==> src/verilog/eth_rmii_params.svh <==
// Frame constants; buffers assume frames of at most 256 bytes including the FCS
`ifndef ETH_RMII_PARAMS_SVH
`define ETH_RMII_PARAMS_SVH

// Buffer address width, one byte per location
`define BUF_AW 8

// Payload is padded with zeros up to this many bytes
`define MIN_PAYLOAD 60

// Inter-frame gap in clk_rmii cycles
`define IFG_CYCLES 48

// CRC-32 start value
`define CRC_INIT 32'hFFFF_FFFF

// Remainder of a good frame, normal bit order
`define CRC_RESIDUE 32'hC704_DD7B

// MAC address after reset, first byte on the wire in bits 47:40
`define MAC_RESET 48'h02_00_00_00_00_01

`endif

==> src/verilog/eth_rmii_pkg.sv <==
// Shared types; byte beats are sized by BUF_AW, so the params header must be on the include path
`default_nettype none
`include "eth_rmii_params.svh"

package eth_rmii_pkg;

   typedef struct packed {
      logic        sel;
      logic        we;
      logic [11:0] addr;           // Word address
      logic [31:0] wdata;
   } bus_req_t;

   typedef struct packed {
      logic               wr;
      logic [`BUF_AW-1:0] addr;
      logic [7:0]         data;
   } byte_beat_t;

   typedef enum logic [1:0] {
      REG_MAC_LO,
      REG_MAC_HI,
      REG_TX_LEN,
      REG_RX_STAT
   } reg_addr_e;

   typedef enum logic [2:0] {
      TX_IDLE,
      TX_PRE,
      TX_DATA,
      TX_PAD,
      TX_FCS,
      TX_GAP
   } tx_state_e;

   typedef enum logic [2:0] {
      RX_IDLE,
      RX_PRE,
      RX_DATA,
      RX_DROP,
      RX_DONE
   } rx_state_e;

   typedef struct packed {
      logic       valid;
      logic       fcs_bad;
      logic [8:0] len;             // Includes the FCS
   } rx_status_t;

endpackage

`default_nettype wire

==> src/verilog/eth_frame_buf.sv <==
// Byte memory with one-cycle reads on both ports; a MAC write wins over a CPU write to one address
`timescale 1ns/1ns
`default_nettype none
`include "eth_rmii_params.svh"

module eth_frame_buf
#(
   parameter int AW = `BUF_AW
)
(
   input  wire                          clk_rmii,
   input  wire eth_rmii_pkg::byte_beat_t i_mac_wr,
   input  wire  [AW-1:0]                i_mac_raddr,
   output logic [7:0]                   o_mac_rdata,
   input  wire eth_rmii_pkg::byte_beat_t i_cpu,
   input  wire  [AW-1:0]                i_cpu_raddr,
   output logic [7:0]                   o_cpu_rdata
);

   logic [7:0] mem [2**AW];

   always_ff @(posedge clk_rmii)
   begin
      if (i_cpu.wr)
         mem[i_cpu.addr] <= i_cpu.data;
      if (i_mac_wr.wr)
         mem[i_mac_wr.addr] <= i_mac_wr.data;
      o_mac_rdata <= mem[i_mac_raddr];
      o_cpu_rdata <= mem[i_cpu_raddr];
   end

endmodule

`default_nettype wire

==> config.mk <==
export PLATFORM = sky130hd
export DESIGN_NAME = eth_frame_buf
export DESIGN_NICKNAME = d
export VERILOG_FILES = /design/src/verilog/eth_rmii_pkg.sv /design/src/verilog/eth_frame_buf.sv
export VERILOG_INCLUDE_DIRS = /design/src /design/src/verilog
export SDC_FILE = /design/constraint.sdc
export NUM_CORES = 2
export LEC_CHECK = 0
export BUFFER_PORTS_ARGS = -buffer_cell sky130_fd_sc_hd__buf_4
export CAP_MARGIN = 20
export CORE_ASPECT_RATIO = 0.9
export CORE_MARGIN = 2
export CORE_UTILIZATION = 45
export CTS_BUF_LIST = sky130_fd_sc_hd__clkbuf_16
export DETAILED_ROUTE_END_ITERATION = 6
export PLACE_DENSITY = 0.7
export SKIP_CTS_REPAIR_TIMING = 1
export SYNTH_ARGS = -nofsm -noshare
export SYNTH_HDL_FRONTEND = slang
export SYNTH_SLANG_ARGS = --single-unit
export TNS_END_PERCENT = 1
==> constraint.sdc <==
create_clock -name clk_rmii -period 2.8 [get_ports clk_rmii]
set_clock_uncertainty 0.1 [all_clocks]
set_input_delay 0.28 -clock clk_rmii [delete_from_list [all_inputs] [get_ports clk_rmii]]
set_output_delay 0.28 -clock clk_rmii [all_outputs]
set_load 0.01 [all_outputs]
==> flow_summary.ini <==
[power]
vdd_drop_max_mv = 0.529
p_leak_nw = 48.8
power.total_mw = 74.6
p_per_area_nw_per_um2 = 515

[sta]
setup_viol = 3
period_minus_slack_ps = 2880
whs_ps = 5.85
slew_headroom_pct = 19.0
hold_violations = 0
postLayoutSetupSlackWorst_ps = -78.3
drv_slew = 0
period_share_pct = 103
worst_pin_slew_ps = 1210
tns_ps = -142
max_freq_ghz = 0.347
rsz0062_at_grt = no

[worst_setup_path]
required_ps = 3500
reg2reg_from = mem[26][7]
cp_max_fo = 2
end_kind = register
criticalPathCategory = register to register
crit_path_start_kind = register
arrival_ps = 3570
startpoint = mem[26][7]

[die]
core_um2 = 273000
die_y_um = 501
rows = 182
ios = 67
fp.dieW_um = 556
start_util_pct = 45.2
die_area_um2 = 278000

[placed_design]
numPortBuffers = 66
gp_congestion = 1.07
dpl.hpwl_um = 345000
postPlaceCellArea_um2 = 137000

[synthesis]
synth_edf_count = 2048
synth-main-ff-cell = edfxtp_1
yosysTopAreaCellShare_pct = 49.9
synth_seq_cells = 2064
synth_seq_area_share_pct = 50.1
synth_cell_type_count = 65
synthArstFlopShare_pct = 0
yosysMostFrequentCell = mux2_2
yosys-top-cells-area = edfxtp_1 (50%), mux2_2 (19%), mux4_2 (16%), mux2i_1 (2.3%), clkbuf_1 (1.9%)
synth_top_area_cell = edfxtp_1
syn-num-nets = 8099
synth_area_um2 = 123000
synthCells = 8048
synth.top_cells.by_count = mux2_2 (2070), edfxtp_1 (2048), mux4_2 (870)
ys_warn_count = 0
syn_avg_cell_area_um2 = 15.3

[layout]
final_cell_area_um2 = 145000
drive_above_1_share_pct = 54.0
utilization_pct = 53.1
syn2layout_area_growth_pct = 17.5
nets = 8974

[status]
status = finished, violations left
failed_checks = negative setup slack

[route]
drc = 0
wl_per_cell_um = 38.7
drt_wl_total_um = 493000
vias_per_cell = 7.12
drt-pass1-iter-count = 7
drtAntennaViolNets = 0
dr_total_vias = 90500
drt_iter0_drc = 15500

[grt]
antenna_found_initial = 38
overflow = 0
grt_pass1_vias = 87700
grt_max_degree = 94
grt_pass1_wl_um = 687000
grtUsageTotal_pct = 34.7

[clock_tree]
clock_path_buffers = 4
cts_root_buf = clkbuf_16
htreeDepth = 4
clkLatencyLatePin_ps = 960
tritoncts = yes
cts_made_buffers = 223
clock_sinks = 2064
clk_pin_slew_ps = 70

[job]
max-cap-violations = 0

[worst_hold_path]
holdCritPathClass = primary input to register
hold_start = i_cpu[7]
-- cell type report --
type                    count  area [µm²]
fillers                 22000      128000
flip-flops and latches   2064       61800
multi-input cells        5030       57000
repair buffers           1596       14300
clock buffers             225        5630
well taps                3588        4490
clock inverters           174        1480
diodes                     31        77.6
inverters                   8        30.0
-- final timing paths --
kind / end / slack (ps) / cells past startpoint
min: mem[8][7] / 6 / 2
max reg2reg: o_cpu_rdata[7] / -80 / 8
max: o_cpu_rdata[7] / -80 / 8
min reg2reg: o_mac_rdata[7] / 1020 / 5
-- cells by family (layout without fill, tap and decap cells) --
kind of cell / count (synthesis) / in the layout / share of synthesized area, %
other: 0 / 31 / 0
muxes: 3240 / 3240 / 37.4
AOI/OAI and AO/OA: 1058 / 1058 / 5.86
and+or+nand+nor: 732 / 732 / 2.70
DFF: 2064 / 2064 / 50.1
buffers and inverters: 954 / 2003 / 3.92
-- cell usage in the layout (no fill, tap or decap), drive strengths merged, types with 8 or more instances in the layout --
cell	netlist	layout
mux2	2070	2070
edfxtp	2048	2048
buf	312	1580
mux4	882	882
mux2i	288	288
nor2	253	253
clkbuf	634	229
o22ai	222	222
nand2	220	220
a22oi	178	178
o21ai	174	174
a21oi	153	153
clkinv	1	92
a221oi	83	83
o221ai	82	82
a22o	75	75
nor3	67	67
inv	7	53
nand3	50	50
nor2b	36	36
diode	0	31
bufinv	0	25
nor4	25	25
a211oi	24	24
nand2b	23	23
a31oi	21	21
dfxtp	16	16
and2	13	13
and3	12	12
clkinvlp	0	12
dlygate4sd3	0	12
or2	9	9
a2111oi	9	9
nand4	8	8
o32ai	8	8
-- routing by layer --
metal / vias to the layer above / part of all wire [%] / track usage, %
li1: 34900 / - / -
met1: 46700 / 36 / 46.0
met2: 7447 / 43 / 50.2
met3: 1431 / 15 / 13.1
met4: 30 / 5.9 / 16.8
met5: - / 0.041 / 0
-- state kept, by name, summed over array words and instances (netlist names) --
name / cells
o_mac_rdata: 8
o_cpu_rdata: 8
mem: 2048
-- stage by stage --
stage	worst slack, ps	cells
after floorplan	393	8048
after global placement	-1280	12300
after detailed placement	-1110	12300
after CTS	-532	12700
after global routing	0.579	12700
final	-78.3	12700
-- critical path: stages, from the launching register on --
cell and delay, ps:
edfxtp_1 360, mux4_2 270, mux2i_1 90, nand2_1 90
o221ai_1 180, a31oi_1 900, o21ai_0 310, buf_4 250
nor4_1 200
-- where the power goes --
part / total (mW) / switching (mW) / leakage [nW] / internal, mW
Clock: 29.9 / 13.1 / 3.61 / 16.8
Sequential: 34.4 / 0.266 / 18.5 / 34.1
Combinational: 10.3 / 5.96 / 26.7 / 4.29
Power figures use the tool's default switching activity.
