## src/verilog/eth_rmii_params.svh

```systemverilog
// Frame constants; buffers assume frames of at most 256 bytes including the FCS
`ifndef ETH_RMII_PARAMS_SVH
`define ETH_RMII_PARAMS_SVH

// Buffer address width, one byte per location
`define BUF_AW 8

// Payload is padded with zeros up to this many bytes
`define MIN_PAYLOAD 60

// Inter-frame gap in clk_rmii cycles
`define IFG_CYCLES 48

// CRC-32 start value
`define CRC_INIT 32'hFFFF_FFFF

// Remainder of a good frame, normal bit order
`define CRC_RESIDUE 32'hC704_DD7B

// MAC address after reset, first byte on the wire in bits 47:40
`define MAC_RESET 48'h02_00_00_00_00_01

`endif

```

## src/verilog/eth_rmii_pkg.sv

```systemverilog
// Shared types; byte beats are sized by BUF_AW, so the params header must be on the include path
`default_nettype none
`include "eth_rmii_params.svh"

package eth_rmii_pkg;

   typedef struct packed {
      logic        sel;
      logic        we;
      logic [11:0] addr;           // Word address
      logic [31:0] wdata;
   } bus_req_t;

   typedef struct packed {
      logic               wr;
      logic [`BUF_AW-1:0] addr;
      logic [7:0]         data;
   } byte_beat_t;

   typedef enum logic [1:0] {
      REG_MAC_LO,
      REG_MAC_HI,
      REG_TX_LEN,
      REG_RX_STAT
   } reg_addr_e;

   typedef enum logic [2:0] {
      TX_IDLE,
      TX_PRE,
      TX_DATA,
      TX_PAD,
      TX_FCS,
      TX_GAP
   } tx_state_e;

   typedef enum logic [2:0] {
      RX_IDLE,
      RX_PRE,
      RX_DATA,
      RX_DROP,
      RX_DONE
   } rx_state_e;

   typedef struct packed {
      logic       valid;
      logic       fcs_bad;
      logic [8:0] len;             // Includes the FCS
   } rx_status_t;

endpackage

`default_nettype wire

```

## src/verilog/eth_regs.sv

```systemverilog
// CPU window on clk_rmii; read data follows one cycle later, TX_LEN writes while busy are ignored
`timescale 1ns/1ns
`default_nettype none
`include "eth_rmii_params.svh"

module eth_regs
(
   input  wire                           clk_rmii,
   input  wire                           rstn,
   input  wire eth_rmii_pkg::bus_req_t   i_bus,
   output logic [31:0]                   o_rdata,
   output logic                          o_irq,
   output logic [47:0]                   o_mac,
   output logic                          o_promisc,
   output logic                          o_loopback,
   output logic                          o_tx_start,
   output logic [8:0]                    o_tx_len,
   input  wire                           i_tx_busy,
   input  wire eth_rmii_pkg::rx_status_t i_rx_status,
   output logic                          o_rx_release,
   output eth_rmii_pkg::byte_beat_t      o_txbuf_wr,
   output eth_rmii_pkg::byte_beat_t      o_rxbuf_wr,
   output logic [7:0]                    o_buf_raddr,
   input  wire  [7:0]                    i_txbuf_rdata,
   input  wire  [7:0]                    i_rxbuf_rdata
);
   import eth_rmii_pkg::*;

   reg_addr_e   offset;
   logic        buf_wr;
   logic        reg_wr;
   logic        irq_en;
   logic        rd_sel;
   logic [1:0]  rd_region;
   logic [31:0] rd_reg;

   assign offset       = reg_addr_e'(i_bus.addr[1:0]);
   assign buf_wr       = i_bus.sel && i_bus.we;
   assign reg_wr       = buf_wr && (i_bus.addr[11:10] == 2'b01);
   assign o_rx_release = reg_wr && (offset == REG_RX_STAT);
   assign o_buf_raddr  = i_bus.addr[7:0];
   assign o_rxbuf_wr   = '{wr: buf_wr && (i_bus.addr[11:10] == 2'b00),
                           addr: i_bus.addr[7:0], data: i_bus.wdata[7:0]};
   assign o_txbuf_wr   = '{wr: buf_wr && (i_bus.addr[11:10] == 2'b10),
                           addr: i_bus.addr[7:0], data: i_bus.wdata[7:0]};

   always_ff @(posedge clk_rmii)
   begin
      if (!rstn)
      begin
         o_mac      <= `MAC_RESET;
         o_promisc  <= 1'b0;
         o_loopback <= 1'b0;
         irq_en     <= 1'b0;
         o_tx_start <= 1'b0;
         o_tx_len   <= 9'd0;
         o_irq      <= 1'b0;
         rd_sel     <= 1'b0;
         rd_region  <= 2'b00;
      end
      else
      begin
         o_tx_start <= 1'b0;
         o_irq      <= i_rx_status.valid && irq_en && !o_rx_release;   // Drops with valid
         rd_sel     <= i_bus.sel && !i_bus.we;
         rd_region  <= i_bus.addr[11:10];
         if (reg_wr)
         begin
            case (offset)
               REG_MAC_LO:
                  o_mac[31:0] <= i_bus.wdata;
               REG_MAC_HI:
                  {irq_en, o_loopback, o_promisc, o_mac[47:32]} <= i_bus.wdata[18:0];
               REG_TX_LEN:
               begin
                  if (!i_tx_busy && !o_tx_start)
                  begin
                     o_tx_len   <= i_bus.wdata[8:0];
                     o_tx_start <= 1'b1;
                  end
               end
               default:
                  o_tx_start <= 1'b0;   // RX_STAT write only releases
            endcase
         end
      end
   end

   always_ff @(posedge clk_rmii)
   begin
      case (offset)
         REG_MAC_LO:  rd_reg <= o_mac[31:0];
         REG_MAC_HI:  rd_reg <= {13'd0, irq_en, o_loopback, o_promisc, o_mac[47:32]};
         REG_TX_LEN:  rd_reg <= {i_tx_busy, 22'd0, o_tx_len};
         REG_RX_STAT: rd_reg <= {i_rx_status.valid, i_rx_status.fcs_bad, 21'd0, i_rx_status.len};
      endcase
   end

   // Buffer data arrives with the same one-cycle delay as rd_reg
   always_comb
   begin
      case (rd_region)
         2'b00:   o_rdata = {24'd0, i_rxbuf_rdata};
         2'b01:   o_rdata = rd_reg;
         2'b10:   o_rdata = {24'd0, i_txbuf_rdata};
         default: o_rdata = 32'd0;
      endcase
      if (!rd_sel)
         o_rdata = 32'd0;
   end

endmodule

`default_nettype wire

```

## config.mk

```make
export PLATFORM = sky130hd
export DESIGN_NAME = eth_regs
export DESIGN_NICKNAME = d
export VERILOG_FILES = /design/src/verilog/eth_rmii_pkg.sv /design/src/verilog/eth_regs.sv
export VERILOG_INCLUDE_DIRS = /design/src /design/src/verilog
export SDC_FILE = /design/constraint.sdc
export NUM_CORES = 1
export LEC_CHECK = 0
export BUFFER_PORTS_ARGS = -buffer_cell sky130_fd_sc_hd__buf_2
export CAP_MARGIN = 30
export CORE_AREA = 3 3 124 126
export DETAILED_ROUTE_END_ITERATION = 10
export DIE_AREA = 0 0 127 129
export GPL_TIMING_DRIVEN = 1
export SYNTH_ARGS = -nofsm -noshare
export SYNTH_HDL_FRONTEND = slang
export SYNTH_SLANG_ARGS = --single-unit
```

## constraint.sdc

```tcl
create_clock -name clk_rmii -period 1.2 [get_ports clk_rmii]
set_input_delay 0.06 -clock clk_rmii [delete_from_list [all_inputs] [get_ports clk_rmii]]
set_output_delay 0.06 -clock clk_rmii [all_outputs]
set_load 0.1 [all_outputs]
```

==> qor.yml <==
total_leakage_power_nw: 3.01
outcome: "finished with violations"
grt_pass1_wl_um: 19200
h-tree-depth: 3
wl_um: 12100
die_w_um: 127
end_kind: "output port"
cts_tree: "built"
startpoint_type: "register"
vdd_drop_max_mv: 0.772
synth.distinct_cells: 23
power_density_nw_per_um2: 1050
grt_pass1_vias: 3713
power.total_mw: 7.20
fin_crit_sh_pct: 132
hold_viol_final: 0
layout_min_cycle_time_ns: 1.59
nFillCells: 1356
synth_edf_count: 0
async_reset_ff_share_pct: 0
slowest_delay_ns: 0.33
gp_congestion: 0.807
layout_commonest_cell: "buf_2"
syn2layout_area_growth_pct: 60.4
boundaryPins: 212
required_ns: 1.14
pre_cts_ws_ns: -0.183
final_cell_mix: "buf_2, nand2_1, mux2i_1, dfxtp_2, buf_12"
cp.buffers_inverters: 2
crit_path_top_delay_cell: "dfxtp_2"
clk_latency_ns: 0.34
postSynthCellCount: 440
critical_path_arrival_ns: 1.53
max_freq_mhz: 629
setup_viol: 32
cap_viol_max_count: 0
cp_max_fo: 9
synth_top_flop_cell: "dfxtp_1"
clock-root-buffer: "clkbuf_16"
route.detailed.drc: 0
syn_nets: 516
io_buffers: 185
maxSlewViolCount: 0
fin_area_um2: 6870
final_cells: 810
core_um2: 14400
cts_made_buffers: 9
yosys_warnings: 0
grt_remaining_overflow: 0
cp_common_cell: "buf_12"
cp_cell_sequence: "buf_12 > mux2i_1 > or2_4 > a21boi_4 > buf_12"
postCtsSetupBuffers: 0
path_clk_slew_ns: 0.06
whs_path_depth: 3
fin_nets: 697
rows: 44
fin_util_pct: 47.6
first_pass_iters: 4
vias: 3574
cp_num_cells: 5
crit_family: "flip-flops"
vias_per_cell: 4.41
finClkSkew_ns: 0.00633
setup_tns_ns: -9.53
ctsLongestPathBuffers: 2
dieArea_um2: 16400
grt_start_max_net_pins: 33
drive_above_1_share_pct: 56.5
ant_nets: 0
post_drt_wl_per_cell_um: 14.9
hp-class: "primary input to register"
first_iter_violations: 140
antenna_cells: 0
worst-setup-path-type: "register to output port"
initial_utilization_pct: 29.7
violations: "negative setup slack"
fp.dieH_um: 129
worstRegToRegCells: 2
fin_ws_ns: -0.389
yosysSeqAreaShare_pct: 45.4
largest_reg_flops: 48
ys_ff_latch: 97
dpl.hpwl_um: 9430
synth_area_um2: 4280
slew_headroom_pct: 51.8
rsz0062_at_grt: "yes"
grt_use_total_pct: 14.8
antenna_found_initial: 1
worst_pin_slew_ns: 0.720
placed_area_um2: 6210
cts.sinks: 97
fin_hold_ws_ns: 0.0195
avgSynthCellArea_um2: 9.73
dp.cells: 770
## per-layer routing
layer  track usage [%]  wire, um  vias up
met5                 0        13        -
met4              4.61       174        2
met3              4.15       720       22
met2              25.4      6120      113
met1              18.0      5080     1676
li1                  -         -     1761
## final timing paths
check	start	end	slack, ns
max reg2reg	o_tx_start	o_tx_len[5]	0.03
max	rd_region[0]	o_rdata[3]	-0.39
min	i_bus[18]	o_mac[18]	0.02
min reg2reg	o_mac[23]	o_mac[23]	0.46
## power breakdown
| group | switching (mW) | internal, mW |
|---|---|---|
| clock network | 1.16 | 1.52 |
| logic | 0.799 | 0.440 |
| registers | 0.0239 | 3.26 |
| total | 1.98 | 5.22 |
## cell type report
cell class	instances	area, um^2	share of cell area (%)
multi-input combinational	275	2170	31.6
tap	184	230	3.35
clock buffer	14	264	3.85
timing repair buffer	237	2160	31.5
sequential	97	2020	29.5
clock inverter	2	12.5	0.182
inverter	1	3.75	0.0547
## cell families (layout without fill, tap and decap cells)
family	count (synthesis)	count (layout)	share of synthesized area, %
AOI/OAI and AO/OA	9	9	1.52
DFF	97	97	45.4
muxes	88	88	23.2
and+or+nand+nor	178	178	19.6
buffers and inverters	68	254	10.3
## synth_stat cells, types with 2 or more instances
master    count  area share, %
mux2i_1      79             18
mux4_2        9            4.7
and2_1       37            5.4
dfxtp_1      97             45
clkbuf_1     11           0.96
or2_2         8            1.2
buf_1         5           0.44
a21boi_0      8            1.4
nand2_1     103            9.0
buf_2         4           0.47
nor2_1       18            1.6
nor3b_1       4           0.70
nand3_1       2           0.23
buf_4        46            8.1
## tightest hold or removal path, delay by kind of cell
kind,cells,cell delay (ns)
muxes,1,0.07
and+or+nand+nor,1,0.08
buffers and inverters,1,0.10
## what timing repair did
action | in CTS | in global routing
pin swaps | 9 | 7
resized for setup | 19 | 27
setup endpoints to repair | 42 | 58
hold buffers | 24 | 0
endpoints found under the hold margin | 32 | 0
Power figures use the tool's default switching activity.
