==> config.mk <==
export PLATFORM = sky130hd
export DESIGN_NAME = eth_rx_deframer
export DESIGN_NICKNAME = d
export VERILOG_FILES = /design/src/verilog/eth_rmii_pkg.sv /design/src/verilog/eth_crc32.sv /design/src/verilog/eth_rx_deframer.sv
export VERILOG_INCLUDE_DIRS = /design/src /design/src/verilog
export SDC_FILE = /design/constraint.sdc
export NUM_CORES = 1
export LEC_CHECK = 0
export ABC_AREA = 1
export BUFFER_PORTS_ARGS = -buffer_cell sky130_fd_sc_hd__buf_2
export CAP_MARGIN = 20
export CORE_MARGIN = 1
export CORE_UTILIZATION = 55
export CTS_BUF_LIST = sky130_fd_sc_hd__clkbuf_4
export CTS_CLUSTER_SIZE = 8
export DETAILED_ROUTE_END_ITERATION = 6
export PLACE_DENSITY = 0.78
export REMOVE_ABC_BUFFERS = 1
export SYNTH_ARGS = -nofsm -noshare
export SYNTH_HDL_FRONTEND = slang
export SYNTH_SLANG_ARGS = --single-unit
export TNS_END_PERCENT = 20
==> constraint.sdc <==
create_clock -name clk_rmii -period 2.32 [get_ports clk_rmii]
set_input_delay 0.116 -clock clk_rmii [delete_from_list [all_inputs] [get_ports clk_rmii]]
set_output_delay 0.116 -clock clk_rmii [all_outputs]
set_load 0.01 [all_outputs]
==> src/verilog/eth_rmii_params.svh <==
// Frame constants; buffers assume frames of at most 256 bytes including the FCS
`ifndef ETH_RMII_PARAMS_SVH
`define ETH_RMII_PARAMS_SVH

// Buffer address width, one byte per location
`define BUF_AW 8

// Payload is padded with zeros up to this many bytes
`define MIN_PAYLOAD 60

// Inter-frame gap in clk_rmii cycles
`define IFG_CYCLES 48

// CRC-32 start value
`define CRC_INIT 32'hFFFF_FFFF

// Remainder of a good frame, normal bit order
`define CRC_RESIDUE 32'hC704_DD7B

// MAC address after reset, first byte on the wire in bits 47:40
`define MAC_RESET 48'h02_00_00_00_00_01

`endif

==> src/verilog/eth_rmii_pkg.sv <==
// Shared types; byte beats are sized by BUF_AW, so the params header must be on the include path
`default_nettype none
`include "eth_rmii_params.svh"

package eth_rmii_pkg;

   typedef struct packed {
      logic        sel;
      logic        we;
      logic [11:0] addr;           // Word address
      logic [31:0] wdata;
   } bus_req_t;

   typedef struct packed {
      logic               wr;
      logic [`BUF_AW-1:0] addr;
      logic [7:0]         data;
   } byte_beat_t;

   typedef enum logic [1:0] {
      REG_MAC_LO,
      REG_MAC_HI,
      REG_TX_LEN,
      REG_RX_STAT
   } reg_addr_e;

   typedef enum logic [2:0] {
      TX_IDLE,
      TX_PRE,
      TX_DATA,
      TX_PAD,
      TX_FCS,
      TX_GAP
   } tx_state_e;

   typedef enum logic [2:0] {
      RX_IDLE,
      RX_PRE,
      RX_DATA,
      RX_DROP,
      RX_DONE
   } rx_state_e;

   typedef struct packed {
      logic       valid;
      logic       fcs_bad;
      logic [8:0] len;             // Includes the FCS
   } rx_status_t;

endpackage

`default_nettype wire

==> src/verilog/eth_crc32.sv <==
// Reflected CRC-32 register, one byte per enabled cycle; o_crc is the raw register, not inverted
`timescale 1ns/1ns
`default_nettype none
`include "eth_rmii_params.svh"

module eth_crc32
(
   input  wire         clk_rmii,
   input  wire         rstn,
   input  wire         i_init,
   input  wire         i_en,
   input  wire  [7:0]  i_data,
   output logic [31:0] o_crc
);

   function automatic logic [31:0] crc_byte(input logic [31:0] crc, input logic [7:0] data);
      logic [31:0] c;
      c = crc;
      for (int i = 0; i < 8; i++)
      begin
         c = (c >> 1) ^ ((c[0] ^ data[i]) ? 32'hEDB8_8320 : 32'h0);   // Reflected 04C11DB7
      end
      return c;
   endfunction

   always_ff @(posedge clk_rmii)
   begin
      if (!rstn || i_init)
         o_crc <= `CRC_INIT;
      else if (i_en)
         o_crc <= crc_byte(o_crc, i_data);
   end

endmodule

`default_nettype wire

==> src/verilog/eth_rx_deframer.sv <==
// RMII receive deframer; no rx_er, no multicast, frames over 256 bytes and held-status frames dropped
`timescale 1ns/1ns
`default_nettype none
`include "eth_rmii_params.svh"

module eth_rx_deframer
(
   input  wire                           clk_rmii,
   input  wire                           rstn,
   input  wire  [1:0]                    i_rxd,
   input  wire                           i_crs_dv,
   input  wire  [47:0]                   i_mac,
   input  wire                           i_promisc,
   output eth_rmii_pkg::byte_beat_t      o_buf_wr,
   output eth_rmii_pkg::rx_status_t      o_status,
   output logic                          o_done,
   input  wire                           i_release
);
   import eth_rmii_pkg::*;

   rx_state_e   state;
   logic [7:0]  sh;                // Newest dibit enters at the top
   logic [7:0]  sh_nxt;
   logic [1:0]  dib;
   logic [8:0]  cnt;               // Bytes stored so far
   logic        own_ok;
   logic        bc_ok;
   logic        own_nxt;
   logic        bc_nxt;
   logic        keep;
   logic        byte_done;
   logic [31:0] crc;
   logic [31:0] crc_rev;

   assign sh_nxt    = {i_rxd, sh[7:2]};
   assign byte_done = (state == RX_DATA) && i_crs_dv && (dib == 2'd3);
   assign own_nxt   = (cnt == 9'd0 || own_ok) && (sh_nxt == i_mac[47 - 8*cnt[2:0] -: 8]);
   assign bc_nxt    = (cnt == 9'd0 || bc_ok) && (sh_nxt == 8'hFF);
   assign keep      = !cnt[8] && (i_promisc || cnt >= 9'd6 || own_nxt || bc_nxt);
   assign crc_rev   = {<<{crc}};   // Register is reflected

   always_ff @(posedge clk_rmii)
   begin
      sh <= sh_nxt;
      if (!rstn)
      begin
         state    <= RX_IDLE;
         dib      <= 2'd0;
         cnt      <= 9'd0;
         own_ok   <= 1'b0;
         bc_ok    <= 1'b0;
         o_buf_wr <= '0;
         o_status <= '0;
         o_done   <= 1'b0;
      end
      else
      begin
         o_buf_wr.wr <= 1'b0;
         o_done      <= 1'b0;
         if (i_release)
            o_status.valid <= 1'b0;
         case (state)
            RX_IDLE:
            begin
               if (i_crs_dv)
                  state <= o_status.valid ? RX_DROP : RX_PRE;   // Held status blocks the frame
            end
            RX_PRE:
            begin
               if (!i_crs_dv)
                  state <= RX_IDLE;
               else if (sh_nxt == 8'hD5)
               begin
                  state <= RX_DATA;
                  dib   <= 2'd0;
                  cnt   <= 9'd0;
               end
            end
            RX_DATA:
            begin
               if (!i_crs_dv)
                  state <= RX_DONE;
               else
               begin
                  dib <= dib + 2'd1;
                  if (dib == 2'd3 && keep)
                  begin
                     o_buf_wr <= '{wr: 1'b1, addr: cnt[7:0], data: sh_nxt};
                     cnt      <= cnt + 9'd1;
                     if (cnt < 9'd6)
                     begin
                        own_ok <= own_nxt;
                        bc_ok  <= bc_nxt;
                     end
                  end
                  else if (dib == 2'd3)
                     state <= RX_DROP;
               end
            end
            RX_DONE:
            begin
               o_status <= '{valid: 1'b1, fcs_bad: (crc_rev != `CRC_RESIDUE), len: cnt};
               o_done   <= 1'b1;
               state    <= RX_IDLE;
            end
            default:
            begin
               if (!i_crs_dv)
                  state <= RX_IDLE;
            end
         endcase
      end
   end

   eth_crc32 crc_i
   (
      .clk_rmii (clk_rmii),
      .rstn     (rstn),
      .i_init   (state == RX_PRE),
      .i_en     (byte_done),
      .i_data   (sh_nxt),
      .o_crc    (crc)
   );

endmodule

`default_nettype wire

==> reports/metrics.yaml <==
routing:
  drt_iter0_drc: 280
  via_per_inst: 5.508
  vias: 5012
  drt_wl_total_um: 13760
  drc: 0
  detail-route-antenna-nets: 0
  wl_per_cell_um: 15.12
  dr.pass1.iters: 5
floorplanning:
  pin_count: 84
  dieWidth_um: 96.62
  floorplan.rows: 34
  initial_core_util_pct: 56.73
  core-area_um2: 8678
  die_area_um2: 9334
  dieHeight_um: 96.62
timing:
  worst_hold_slack_ps: 47.08
  rsz0062_at_grt: "true"
  fin_skew_ps: 27.18
  setup_viol: 0
  final_max_slew_viol_count: 0
  hold_violations: 0
  slew_headroom_pct: 57.45
  period_needed_ps: 2296
  final.period_utilization_pct: 98.95
  fmaxAchievable_ghz: 0.4356
  fin_tns_setup_ps: 0
  max_slew.worst_pin.slew_ps: 635.9
setup_path:
  r2r_start: "cnt[0]$_SDFFE_PN0P_"
  rrSetupSlack_ps: 20
  timing.rr.end: "cnt[6]$_SDFFE_PN0P_"
  crit_start: "cnt[0]$_SDFFE_PN0P_"
  end_kind: "register"
  r2r_cells: 15
  critPathMaxFanout: 16
  cp-start-kind: "register"
  cp.required_ps: 2700
  crit_end: "cnt[6]$_SDFFE_PN0P_"
  worstPathArrival_ps: 2680
  crit_type: "reg -> reg"
clock_tree:
  cts_root_buffer: "clkbuf_4"
  cts_buffers: 9
  clk_latency_ps: 450
  cts.sinks: 83
  htreeDepth: 3
  clk_path_buf_depth: 2
  clk_pin_slew_worst_paths_ps: 160
  cts_tree: "yes"
synthesis:
  synth_area_leader_cell: "dfxtp_1"
  synth_top_area_share_pct: 33.75
  ys_seq_area_share_pct: 33.75
  synth.avg_cell_area_um2: 7.064
  synth.cell_area_um2: 4923
  synth_cell_types: 43
  synthCells: 697
  synth.area.top_cells: "dfxtp_1 (34%), nand2_1 (10%), xor2_1 (8.2%)"
  ys_ff_latch: 83
  yosys_warnings: 0
pwr:
  power_density_nw_per_um2: 625.7
  cellLeakagePower_nw: 2.781
  ir_drop_uv: 372.5
  power_w: 0.003776
placed_design:
  place_hpwl_um: 9567
  place.gp.congestion: 0.8959
  io_buffers: 83
  placedInstanceArea_um2: 5529
global_route:
  antenna_found_initial: 0
  grt_pass1_wl_um: 21670
  gr-total-overflow: 0
  grt_pass1_vias: 4641
  grt_usage_pct: 27.97
  grt_max_degree: 44
final_layout:
  final_area_um2: 6036
  diodes: 0
  syn2layout_area_growth_pct: 22.59
  final_layout_size_suffix_gt1_share_pct: 23.32
  nets: 856
run_status:
  status: "complete, no violations"
min_path:
  hp-class: "in -> reg"
run:
  maxCapViolations: 0
sequential cells by signal, summed over array words and instances (netlist names), 2 cells and up:
| name | flops |
|---|---|
| crc_i.o_crc | 32 |
| cnt | 9 |
| sh | 6 |
| dib | 2 |
| state | 3 |
| o_buf_wr | 17 |
| o_status | 11 |
routing by layer:
metal	global-route usage (%)	share of wire, %	routed length [um]
met1	36.38	43	5946
met2	47.89	50	6847
met3	5.202	5.6	764
met4	6.659	1.4	196
met5	0	0	0
repair_timing:
item | in CTS | in global routing
setup buffers | 0 | 7
hold buffers | 3 | 0
gates resized for setup | 3 | 30
pin swaps | 0 | 5
endpoints found under the setup margin | 6 | 30
gates cloned | 0 | 3
endpoints found under the hold margin | 3 | 0
cell type report:
cell class | instances | area, um2
Multi-Input combinational cell | 507 | 2885
Fill cell | 746 | 2643
Sequential cell | 83 | 1669
Timing Repair Buffer | 124 | 868.3
Inverter | 72 | 280.3
Tap cell | 108 | 135.1
Clock inverter | 7 | 130.1
Clock buffer | 9 | 67.56
worst min path at each step:
stage	depth (start not counted)	slack, ps	end	from
6_report	4	50	state[2]$_SDFFE_PN0P_	i_crs_dv
5_1_grt	4	60	state[2]$_SDFFE_PN0P_	i_crs_dv
4_1_cts	4	20	state[2]$_SDFFE_PN0P_	i_crs_dv
3_5_place_dp	1	360	sh[6]$_DFF_P_	i_rxd[0]
3_3_place_gp	1	360	sh[6]$_DFF_P_	i_rxd[0]
2_1_floorplan	0	140	sh[6]$_DFF_P_	i_rxd[0]
metrics by stage:
stage                     worst slack [ps]  instances  utilization (%)
final                                24.29        910            69.55
after global routing                -151.9        910            69.55
after floorplan                      -1179        662                -
after detailed placement            -5.251        881            63.71
after CTS                            30.18        900            66.44
after global placement               68.03        881            63.71
layout by cell type (no fill, tap or decap), types with 2 or more instances in the layout:
| cell type | count |
|---|---|
| nand3_4 | 2 |
| nand4_1 | 24 |
| buf_2 | 83 |
| bufinv_16 | 3 |
| o21ai_0 | 41 |
| nor3_1 | 6 |
| dfxtp_4 | 2 |
| nor4_1 | 5 |
| xnor2_1 | 14 |
| dlygate4sd3_1 | 3 |
| a21oi_2 | 11 |
| buf_6 | 4 |
| nand2_2 | 5 |
| o221ai_1 | 2 |
| inv_6 | 4 |
| nand3_2 | 5 |
| or2_2 | 8 |
| dfxtp_1 | 81 |
| nor2_1 | 58 |
| inv_1 | 65 |
| ha_1 | 3 |
| clkbuf_4 | 9 |
| clkbuf_16 | 3 |
| buf_4 | 25 |
| nand3_1 | 40 |
| xnor2_4 | 2 |
| xnor2_2 | 2 |
| buf_12 | 5 |
| xor2_2 | 2 |
| inv_8 | 2 |
| a21oi_1 | 65 |
| o211ai_1 | 15 |
| o21ai_1 | 2 |
| xor2_1 | 46 |
| nand2_1 | 134 |
| nor2_2 | 2 |
| inv_2 | 4 |
| a22oi_1 | 2 |
worst max-delay path: stages (launching register included):
cell and delay (ps):
dfxtp_4 430, inv_6 140, ha_1 170, nand3_1 100
nor2_2 170, nor2_1 70, a21oi_1 140, nand2_1 70
nor2_1 90, nand3_1 100, nand2_2 120, buf_12 130
nand3_4 120, nand2_4 180, nand2_1 70, a21oi_1 140
report_power, final:
group / switching, W / internal [W]
sequential: 0.0000541 / 0.00148
combinational: 0.000700 / 0.000401
clock: 0.000568 / 0.000568
synthesized netlist by cell type:
library cell  instances
nor3b_1               1
inv_2                 3
nor4b_1               1
xor2_2                2
nand4_1              24
o221ai_1              2
dfxtp_1              83
nand3_1              45
xnor2_4               2
nor2_1               59
o21ai_0              41
clkinv_1              1
o21bai_1              1
nand3_4               1
buf_2                 7
a21oi_2               3
ha_1                  4
o21a_1                1
buf_6                 6
xnor2_2               2
nand2_2               2
a21oi_1              73
nand3_2               1
a22oi_1               2
o211ai_1             15
xnor2_1              14
inv_1                66
a211o_1               1
nor2_2                1
o21ai_1               2
nor3_1                6
and3_1                1
inv_4                 2
buf_1                 4
a31oi_1               1
o31ai_1               1
buf_4                 2
or2_2                 8
nand2_1             137
xor2_1               46
nor4_1                6
clkbuf_1             16
nand2_4               1
logic make-up after synthesis:
group | count (synthesis) | synth area share [%]
AOI/OAI and AO/OA | 143 | 16.04
xor gates and xnor gates | 66 | 13.11
adders and majority gates | 4 | 1.017
buffers and inverters | 107 | 9.504
DFF | 83 | 33.75
and+or+nand+nor | 294 | 26.58
No activity file was read; power rests on OpenSTA's default activity.
