--- src/verilog/eth_rmii_params.svh ---
// Frame constants; buffers assume frames of at most 256 bytes including the FCS
`ifndef ETH_RMII_PARAMS_SVH
`define ETH_RMII_PARAMS_SVH

// Buffer address width, one byte per location
`define BUF_AW 8

// Payload is padded with zeros up to this many bytes
`define MIN_PAYLOAD 60

// Inter-frame gap in clk_rmii cycles
`define IFG_CYCLES 48

// CRC-32 start value
`define CRC_INIT 32'hFFFF_FFFF

// Remainder of a good frame, normal bit order
`define CRC_RESIDUE 32'hC704_DD7B

// MAC address after reset, first byte on the wire in bits 47:40
`define MAC_RESET 48'h02_00_00_00_00_01

`endif

--- src/verilog/eth_rmii_pkg.sv ---
// Shared types; byte beats are sized by BUF_AW, so the params header must be on the include path
`default_nettype none
`include "eth_rmii_params.svh"

package eth_rmii_pkg;

   typedef struct packed {
      logic        sel;
      logic        we;
      logic [11:0] addr;           // Word address
      logic [31:0] wdata;
   } bus_req_t;

   typedef struct packed {
      logic               wr;
      logic [`BUF_AW-1:0] addr;
      logic [7:0]         data;
   } byte_beat_t;

   typedef enum logic [1:0] {
      REG_MAC_LO,
      REG_MAC_HI,
      REG_TX_LEN,
      REG_RX_STAT
   } reg_addr_e;

   typedef enum logic [2:0] {
      TX_IDLE,
      TX_PRE,
      TX_DATA,
      TX_PAD,
      TX_FCS,
      TX_GAP
   } tx_state_e;

   typedef enum logic [2:0] {
      RX_IDLE,
      RX_PRE,
      RX_DATA,
      RX_DROP,
      RX_DONE
   } rx_state_e;

   typedef struct packed {
      logic       valid;
      logic       fcs_bad;
      logic [8:0] len;             // Includes the FCS
   } rx_status_t;

endpackage

`default_nettype wire

--- src/verilog/eth_crc32.sv ---
// Reflected CRC-32 register, one byte per enabled cycle; o_crc is the raw register, not inverted
`timescale 1ns/1ns
`default_nettype none
`include "eth_rmii_params.svh"

module eth_crc32
(
   input  wire         clk_rmii,
   input  wire         rstn,
   input  wire         i_init,
   input  wire         i_en,
   input  wire  [7:0]  i_data,
   output logic [31:0] o_crc
);

   function automatic logic [31:0] crc_byte(input logic [31:0] crc, input logic [7:0] data);
      logic [31:0] c;
      c = crc;
      for (int i = 0; i < 8; i++)
      begin
         c = (c >> 1) ^ ((c[0] ^ data[i]) ? 32'hEDB8_8320 : 32'h0);   // Reflected 04C11DB7
      end
      return c;
   endfunction

   always_ff @(posedge clk_rmii)
   begin
      if (!rstn || i_init)
         o_crc <= `CRC_INIT;
      else if (i_en)
         o_crc <= crc_byte(o_crc, i_data);
   end

endmodule

`default_nettype wire

--- src/verilog/eth_tx_framer.sv ---
// RMII transmit framer; i_len must be 1 to 252 and stay stable while o_busy is high
`timescale 1ns/1ns
`default_nettype none
`include "eth_rmii_params.svh"

module eth_tx_framer
(
   input  wire         clk_rmii,
   input  wire         rstn,
   input  wire         i_start,
   input  wire  [8:0]  i_len,
   output logic        o_busy,
   output logic [7:0]  o_buf_raddr,
   input  wire  [7:0]  i_buf_rdata,
   output logic [1:0]  o_txd,
   output logic        o_tx_en
);
   import eth_rmii_pkg::*;

   tx_state_e   state;
   tx_state_e   nxt_state;
   logic [1:0]  dib;               // Dibit now on o_txd
   logic [8:0]  cnt;               // Byte in phase, or gap cycle
   logic [8:0]  nxt_cnt;
   logic [7:0]  byte_q;
   logic [7:0]  nxt_byte;
   logic [31:0] crc;
   logic        crc_en;

   assign o_busy      = (state != TX_IDLE);
   assign o_buf_raddr = (state == TX_DATA) ? cnt[7:0] + 8'd1 : 8'd0;   // Stable over the byte
   assign crc_en      = (dib == 2'd3) && (nxt_state == TX_DATA || nxt_state == TX_PAD);

   // Byte that follows the current one
   always_comb
   begin
      nxt_state = state;
      nxt_cnt   = cnt + 9'd1;
      nxt_byte  = 8'h00;
      case (state)
         TX_PRE:
         begin
            if (cnt == 9'd7)
            begin
               nxt_state = TX_DATA;
               nxt_cnt   = 9'd0;
               nxt_byte  = i_buf_rdata;
            end
            else
               nxt_byte = (cnt == 9'd6) ? 8'hD5 : 8'h55;   // SFD ends the preamble
         end
         TX_DATA:
         begin
            if (cnt != i_len - 9'd1)
               nxt_byte = i_buf_rdata;
            else if (i_len < 9'(`MIN_PAYLOAD))
               nxt_state = TX_PAD;                         // Count runs on from the payload
            else
            begin
               nxt_state = TX_FCS;
               nxt_cnt   = 9'd0;
               nxt_byte  = ~crc[7:0];
            end
         end
         TX_PAD:
         begin
            if (cnt == 9'(`MIN_PAYLOAD - 1))
            begin
               nxt_state = TX_FCS;
               nxt_cnt   = 9'd0;
               nxt_byte  = ~crc[7:0];
            end
         end
         TX_FCS:
         begin
            if (cnt == 9'd3)
            begin
               nxt_state = TX_GAP;
               nxt_cnt   = 9'd0;
            end
            else
               nxt_byte = ~crc[8*(cnt[1:0]+2'd1) +: 8];   // Low byte first
         end
         default:
            nxt_state = state;
      endcase
   end

   always_ff @(posedge clk_rmii)
   begin
      if (!rstn)
      begin
         state   <= TX_IDLE;
         dib     <= 2'd0;
         cnt     <= 9'd0;
         byte_q  <= 8'h00;
         o_txd   <= 2'b00;
         o_tx_en <= 1'b0;
      end
      else
      begin
         case (state)
            TX_IDLE:
            begin
               if (i_start)
               begin
                  state   <= TX_PRE;
                  dib     <= 2'd0;
                  cnt     <= 9'd0;
                  byte_q  <= 8'h55;
                  o_txd   <= 2'b01;
                  o_tx_en <= 1'b1;
               end
            end
            TX_GAP:
            begin
               cnt <= cnt + 9'd1;
               if (cnt == 9'(`IFG_CYCLES - 1))
                  state <= TX_IDLE;
            end
            default:
            begin
               dib <= dib + 2'd1;
               if (dib == 2'd3)
               begin
                  state   <= nxt_state;
                  cnt     <= nxt_cnt;
                  byte_q  <= nxt_byte;
                  o_txd   <= nxt_byte[1:0];
                  o_tx_en <= (nxt_state != TX_GAP);
               end
               else
                  o_txd <= byte_q[2*(dib+2'd1) +: 2];
            end
         endcase
      end
   end

   eth_crc32 crc_i
   (
      .clk_rmii (clk_rmii),
      .rstn     (rstn),
      .i_init   (state == TX_IDLE),
      .i_en     (crc_en),
      .i_data   (nxt_byte),
      .o_crc    (crc)
   );

endmodule

`default_nettype wire

--- config.mk ---
export PLATFORM = sky130hd
export DESIGN_NAME = eth_tx_framer
export DESIGN_NICKNAME = d
export VERILOG_FILES = /design/src/verilog/eth_rmii_pkg.sv /design/src/verilog/eth_crc32.sv /design/src/verilog/eth_tx_framer.sv
export VERILOG_INCLUDE_DIRS = /design/src /design/src/verilog
export SDC_FILE = /design/constraint.sdc
export NUM_CORES = 1
export LEC_CHECK = 0
export BUFFER_PORTS_ARGS = -buffer_cell sky130_fd_sc_hd__buf_2
export CORE_ASPECT_RATIO = 1.75
export CORE_UTILIZATION = 35
export CTS_CLUSTER_DIAMETER = 120
export DETAILED_ROUTE_END_ITERATION = 10
export MAX_ROUTING_LAYER = met4
export PLACE_DENSITY = 0.6
export SYNTH_ARGS = -nofsm -noshare
export SYNTH_HDL_FRONTEND = slang
export SYNTH_HIERARCHICAL = 1
export SYNTH_SLANG_ARGS = --single-unit
--- constraint.sdc ---
create_clock -name clk_rmii -period 6.3 [get_ports clk_rmii]
set_input_delay 0.63 -clock clk_rmii [delete_from_list [all_inputs] [get_ports clk_rmii]]
set_output_delay 0.63 -clock clk_rmii [all_outputs]
set_load 0.03 [all_outputs]
==> summary.md <==
## Run status
- outcome: finished, final reports clean

## Synthesis
- proportion of synthesized chip area in sequential cells: 0.258
- top_reg_cell synth: sky130_fd_sc_hd__dfxtp_1
- cell type contributing the most total cell area after synthesis: sky130_fd_sc_hd__dfxtp_1
- Avg Cell Area, Syn: 7.93 um^2
- area of the mapped netlist: 4270 um^2
- number of warnings printed during yosys synthesis: 6
- synthesized flop and latch total: 55
- share of async-settable or async-resettable flops after synthesis: 0
- total nets after synthesis: 563
- number of enable-type register cells in the synthesized netlist: 0
- top-area cell type share of the netlist area: 0.258
- post-synthesis cell type count: 65
- cell count after synthesis: 539
- most common library cells after synthesis: sky130_fd_sc_hd__nor2_1, sky130_fd_sc_hd__dfxtp_1, sky130_fd_sc_hd__nand2_1
- top cells by area, synth: sky130_fd_sc_hd__dfxtp_1, sky130_fd_sc_hd__xnor2_1, sky130_fd_sc_hd__xor2_1, sky130_fd_sc_hd__nor2_1, sky130_fd_sc_hd__o21ai_0
- most instantiated library cell after synthesis: sky130_fd_sc_hd__nor2_1

## Worst hold path
- Worst Hold Class: flip-flop to flip-flop

## Place
- post-detailed-placement cell area: 4480 um^2
- DP Wirelength: 10100 um
- buffers added on ports: 31
- last weighted congestion value of the routability-driven placer: 0.985

## Cells and area
- # diodes: 0
- signed area change from the synthesized netlist to the final layout: 8.20%
- area of all placed cells without fillers: 4620 um^2
- share of layout cells above drive strength 1: 0.139
- Total Nets Final: 569

## Clocking
- Root Buffer: sky130_fd_sc_hd__clkbuf_16
- clock latency of the later-clocked register in the worst-skew pair: 0.30 ns
- Resized Gates After CTS: 0
- deepest level of the CTS H-tree: 2
- Sink Count: 55
- post-CTS setup-driven buffer insertion count: 0
- number of buffers added by the clock tree synthesis step: 5
- TritonCTS clock tree: built
- Post-CTS Hold Buffers: 0
- Reg clk slew, reported paths: 0.07 ns
- number of buffers on the longest clock path: 2

## STA
- final-layout worst hold slack: 0.509 ns
- total of endpoints with negative setup slack in the final report: 0
- final critical-path required period: 4.79 ns
- number of hold violations in the final report: 0
- Final TNS setup: 0 ns
- pin slew with the least headroom to its limit: 0.778 ns
- portion of the clock cycle consumed by the worst path in the final layout: 0.761
- setup repair after global routing missed its margin: false
- maximum achievable frequency: 0.209 GHz
- remaining max-slew budget at the tightest pin: 0.476
- worst setup skew after layout: 0.00438 ns
- final-report max-slew violation count: 0

## GRT
- pin count of the biggest net entering global routing: 34
- antenna violations before repair: 0
- via count of the first global-routing pass: 4017
- final global-route overflow total: 0
- first-pass GRT wire length: 21200 um
- GR Util All Layers: 0.221

## Route
- 1st-iter DRT viols: 256
- 1st-pass router iterations: 4
- detailed-route wire length per cell: 19.2 um
- total vias in the final route: 3985
- Avg Vias per Cell: 5.83
- antenna violation net count after detailed routing: 0
- number of remaining DRC errors: 0
- routed wire length: 13100 um

## Power
- sw frac: 0.324
- Seq pwr share: 0.407
- clock group share of total power: 0.310
- leakage power of the design: 1.68 nW
- maximum VDD drop: 99.1 uV
- sw power: 289 uW
- internal power consumption: 604 uW
- combinational cell fraction of total power: 0.283
- PwrDens: 193 nW/um^2

## Setup path
- Worst EP required: 6.49 ns
- element type at the critical path start: flip-flop
- kind of end point of the critical path: flip-flop
- CP max FO: 21
- type of the worst setup path: flip-flop to flip-flop
- arrival time worst endpoint: 4.98 ns

## Die
- Die Footprint: 12700 um^2
- io pins: 32
- row cnt: 53
- Chip Width: 85.5 um
- initial core utilization: 0.358
- area of the core: 11900 um^2
- height of the chip: 148 um

## Run
- number of max-cap violations: 0

-- cells in the final DEF (no fill, tap or decap), types with 3 or more instances in the layout --
cell type / netlist / routed
sky130_fd_sc_hd__o21ai_0: 41 / 41
sky130_fd_sc_hd__a31o_2: 8 / 8
sky130_fd_sc_hd__xnor2_2: 7 / 7
sky130_fd_sc_hd__o21a_1: 3 / 3
sky130_fd_sc_hd__nand3_1: 13 / 13
sky130_fd_sc_hd__nand2_1: 51 / 51
sky130_fd_sc_hd__nor2_1: 61 / 60
sky130_fd_sc_hd__xor2_1: 29 / 29
sky130_fd_sc_hd__or4_1: 8 / 8
sky130_fd_sc_hd__nor4b_1: 4 / 4
sky130_fd_sc_hd__a211oi_1: 10 / 10
sky130_fd_sc_hd__buf_4: 0 / 5
sky130_fd_sc_hd__ha_1: 4 / 4
sky130_fd_sc_hd__a221oi_1: 5 / 5
sky130_fd_sc_hd__nand4_1: 6 / 6
sky130_fd_sc_hd__nor2b_1: 5 / 5
sky130_fd_sc_hd__nor4_1: 3 / 3
sky130_fd_sc_hd__a21oi_1: 25 / 25
sky130_fd_sc_hd__nor3_1: 6 / 6
sky130_fd_sc_hd__clkbuf_16: 0 / 5
sky130_fd_sc_hd__and2_1: 3 / 3
sky130_fd_sc_hd__nand2b_1: 11 / 11
sky130_fd_sc_hd__mux2i_1: 6 / 6
sky130_fd_sc_hd__o22ai_1: 4 / 4
sky130_fd_sc_hd__o211ai_1: 12 / 12
sky130_fd_sc_hd__xnor2_1: 44 / 44
sky130_fd_sc_hd__a31oi_1: 14 / 14
sky130_fd_sc_hd__buf_2: 2 / 31
sky130_fd_sc_hd__dfxtp_1: 55 / 55
sky130_fd_sc_hd__inv_1: 13 / 13
sky130_fd_sc_hd__mux2_2: 4 / 4
sky130_fd_sc_hd__clkinv_2: 0 / 3
sky130_fd_sc_hd__a311oi_1: 3 / 3
-- per-stage QoR --
stage	power [mW]	utilization	worst slack, ns	cells
finish	0.893	0.387	1.51	683
global route	0.936	0.387	1.29	683
CTS	0.899	0.387	1.65	683
detailed placement	0.620	0.375	1.35	675
global placement	0.621	0.375	1.49	675
floorplan	0.559	-	2.29	539
-- worst paths after layout --
kind,startpoint,to,slack (ns),cells after the start
hold / removal,byte_q[3]$_SDFFE_PN0P_,byte_q[3]$_SDFFE_PN0P_,0.51,2
hold reg to reg,byte_q[3]$_SDFFE_PN0P_,byte_q[3]$_SDFFE_PN0P_,0.51,2
setup / recovery,state[2]$_SDFFE_PN0P_,crc_i/o_crc[25]$_SDFFE_PP1P_,1.51,11
setup reg to reg,state[2]$_SDFFE_PN0P_,crc_i/o_crc[25]$_SDFFE_PP1P_,1.51,11
-- routing by layer --
metal / share of wire / GRT usage / up-vias
met5: 0 / - / -
li1: - / - / 1928
met4: 0.057 / 0.133 / 0
met3: 0.038 / 0.0261 / 46
met2: 0.54 / 0.410 / 140
met1: 0.36 / 0.217 / 1871
-- flip-flops by register name (all words and copies together), names as in the netlist --
signal / cells
state: 3
o_tx_en: 1
o_txd: 2
cnt: 9
dib: 2
crc_i/o_crc: 32
byte_q: 6
-- power groups by stage --
stage | combinational, mW | sequential, mW | clock (mW)
after global routing | 0.273 | 0.365 | 0.298
after global placement | 0.250 | 0.371 | 0
final | 0.252 | 0.364 | 0.277
after floorplan | 0.190 | 0.369 | 0
after detailed placement | 0.249 | 0.372 | 0
after CTS | 0.251 | 0.363 | 0.285
-- cell families after synthesis --
kind of cell / Yosys count / share of synthesized area
xor gates and xnor gates: 88 / 0.224
muxes: 10 / 0.0246
AOI/OAI and AO/OA: 141 / 0.214
and+or+nand+nor: 189 / 0.219
adders and majority gates: 4 / 0.0117
buffers and inverters: 52 / 0.0498
DFF: 55 / 0.258
-- area by class of cell --
class                   instances  area, um^2
inverters                      15        56.3
fillers                      1243        7310
flip-flops and latches         55        1100
clock buffers                   5         125
multi-input cells             432        2960
clock inverters                 3        15.0
well taps                     137         171
repair buffers                 36         193
-- critical path: stages (launching register included) --
cell	delay (ns)
sky130_fd_sc_hd__dfxtp_1	0.80
sky130_fd_sc_hd__clkinv_1	0.49
sky130_fd_sc_hd__nand2_1	0.46
sky130_fd_sc_hd__or3_2	0.20
sky130_fd_sc_hd__o211ai_1	0.16
sky130_fd_sc_hd__a221oi_1	0.61
sky130_fd_sc_hd__inv_1	0.16
sky130_fd_sc_hd__xnor2_2	0.59
sky130_fd_sc_hd__xnor3_1	0.42
sky130_fd_sc_hd__xnor2_1	0.21
sky130_fd_sc_hd__or4_1	0.44
sky130_fd_sc_hd__o311a_1	0.15
(Power assumes the default switching activity.)
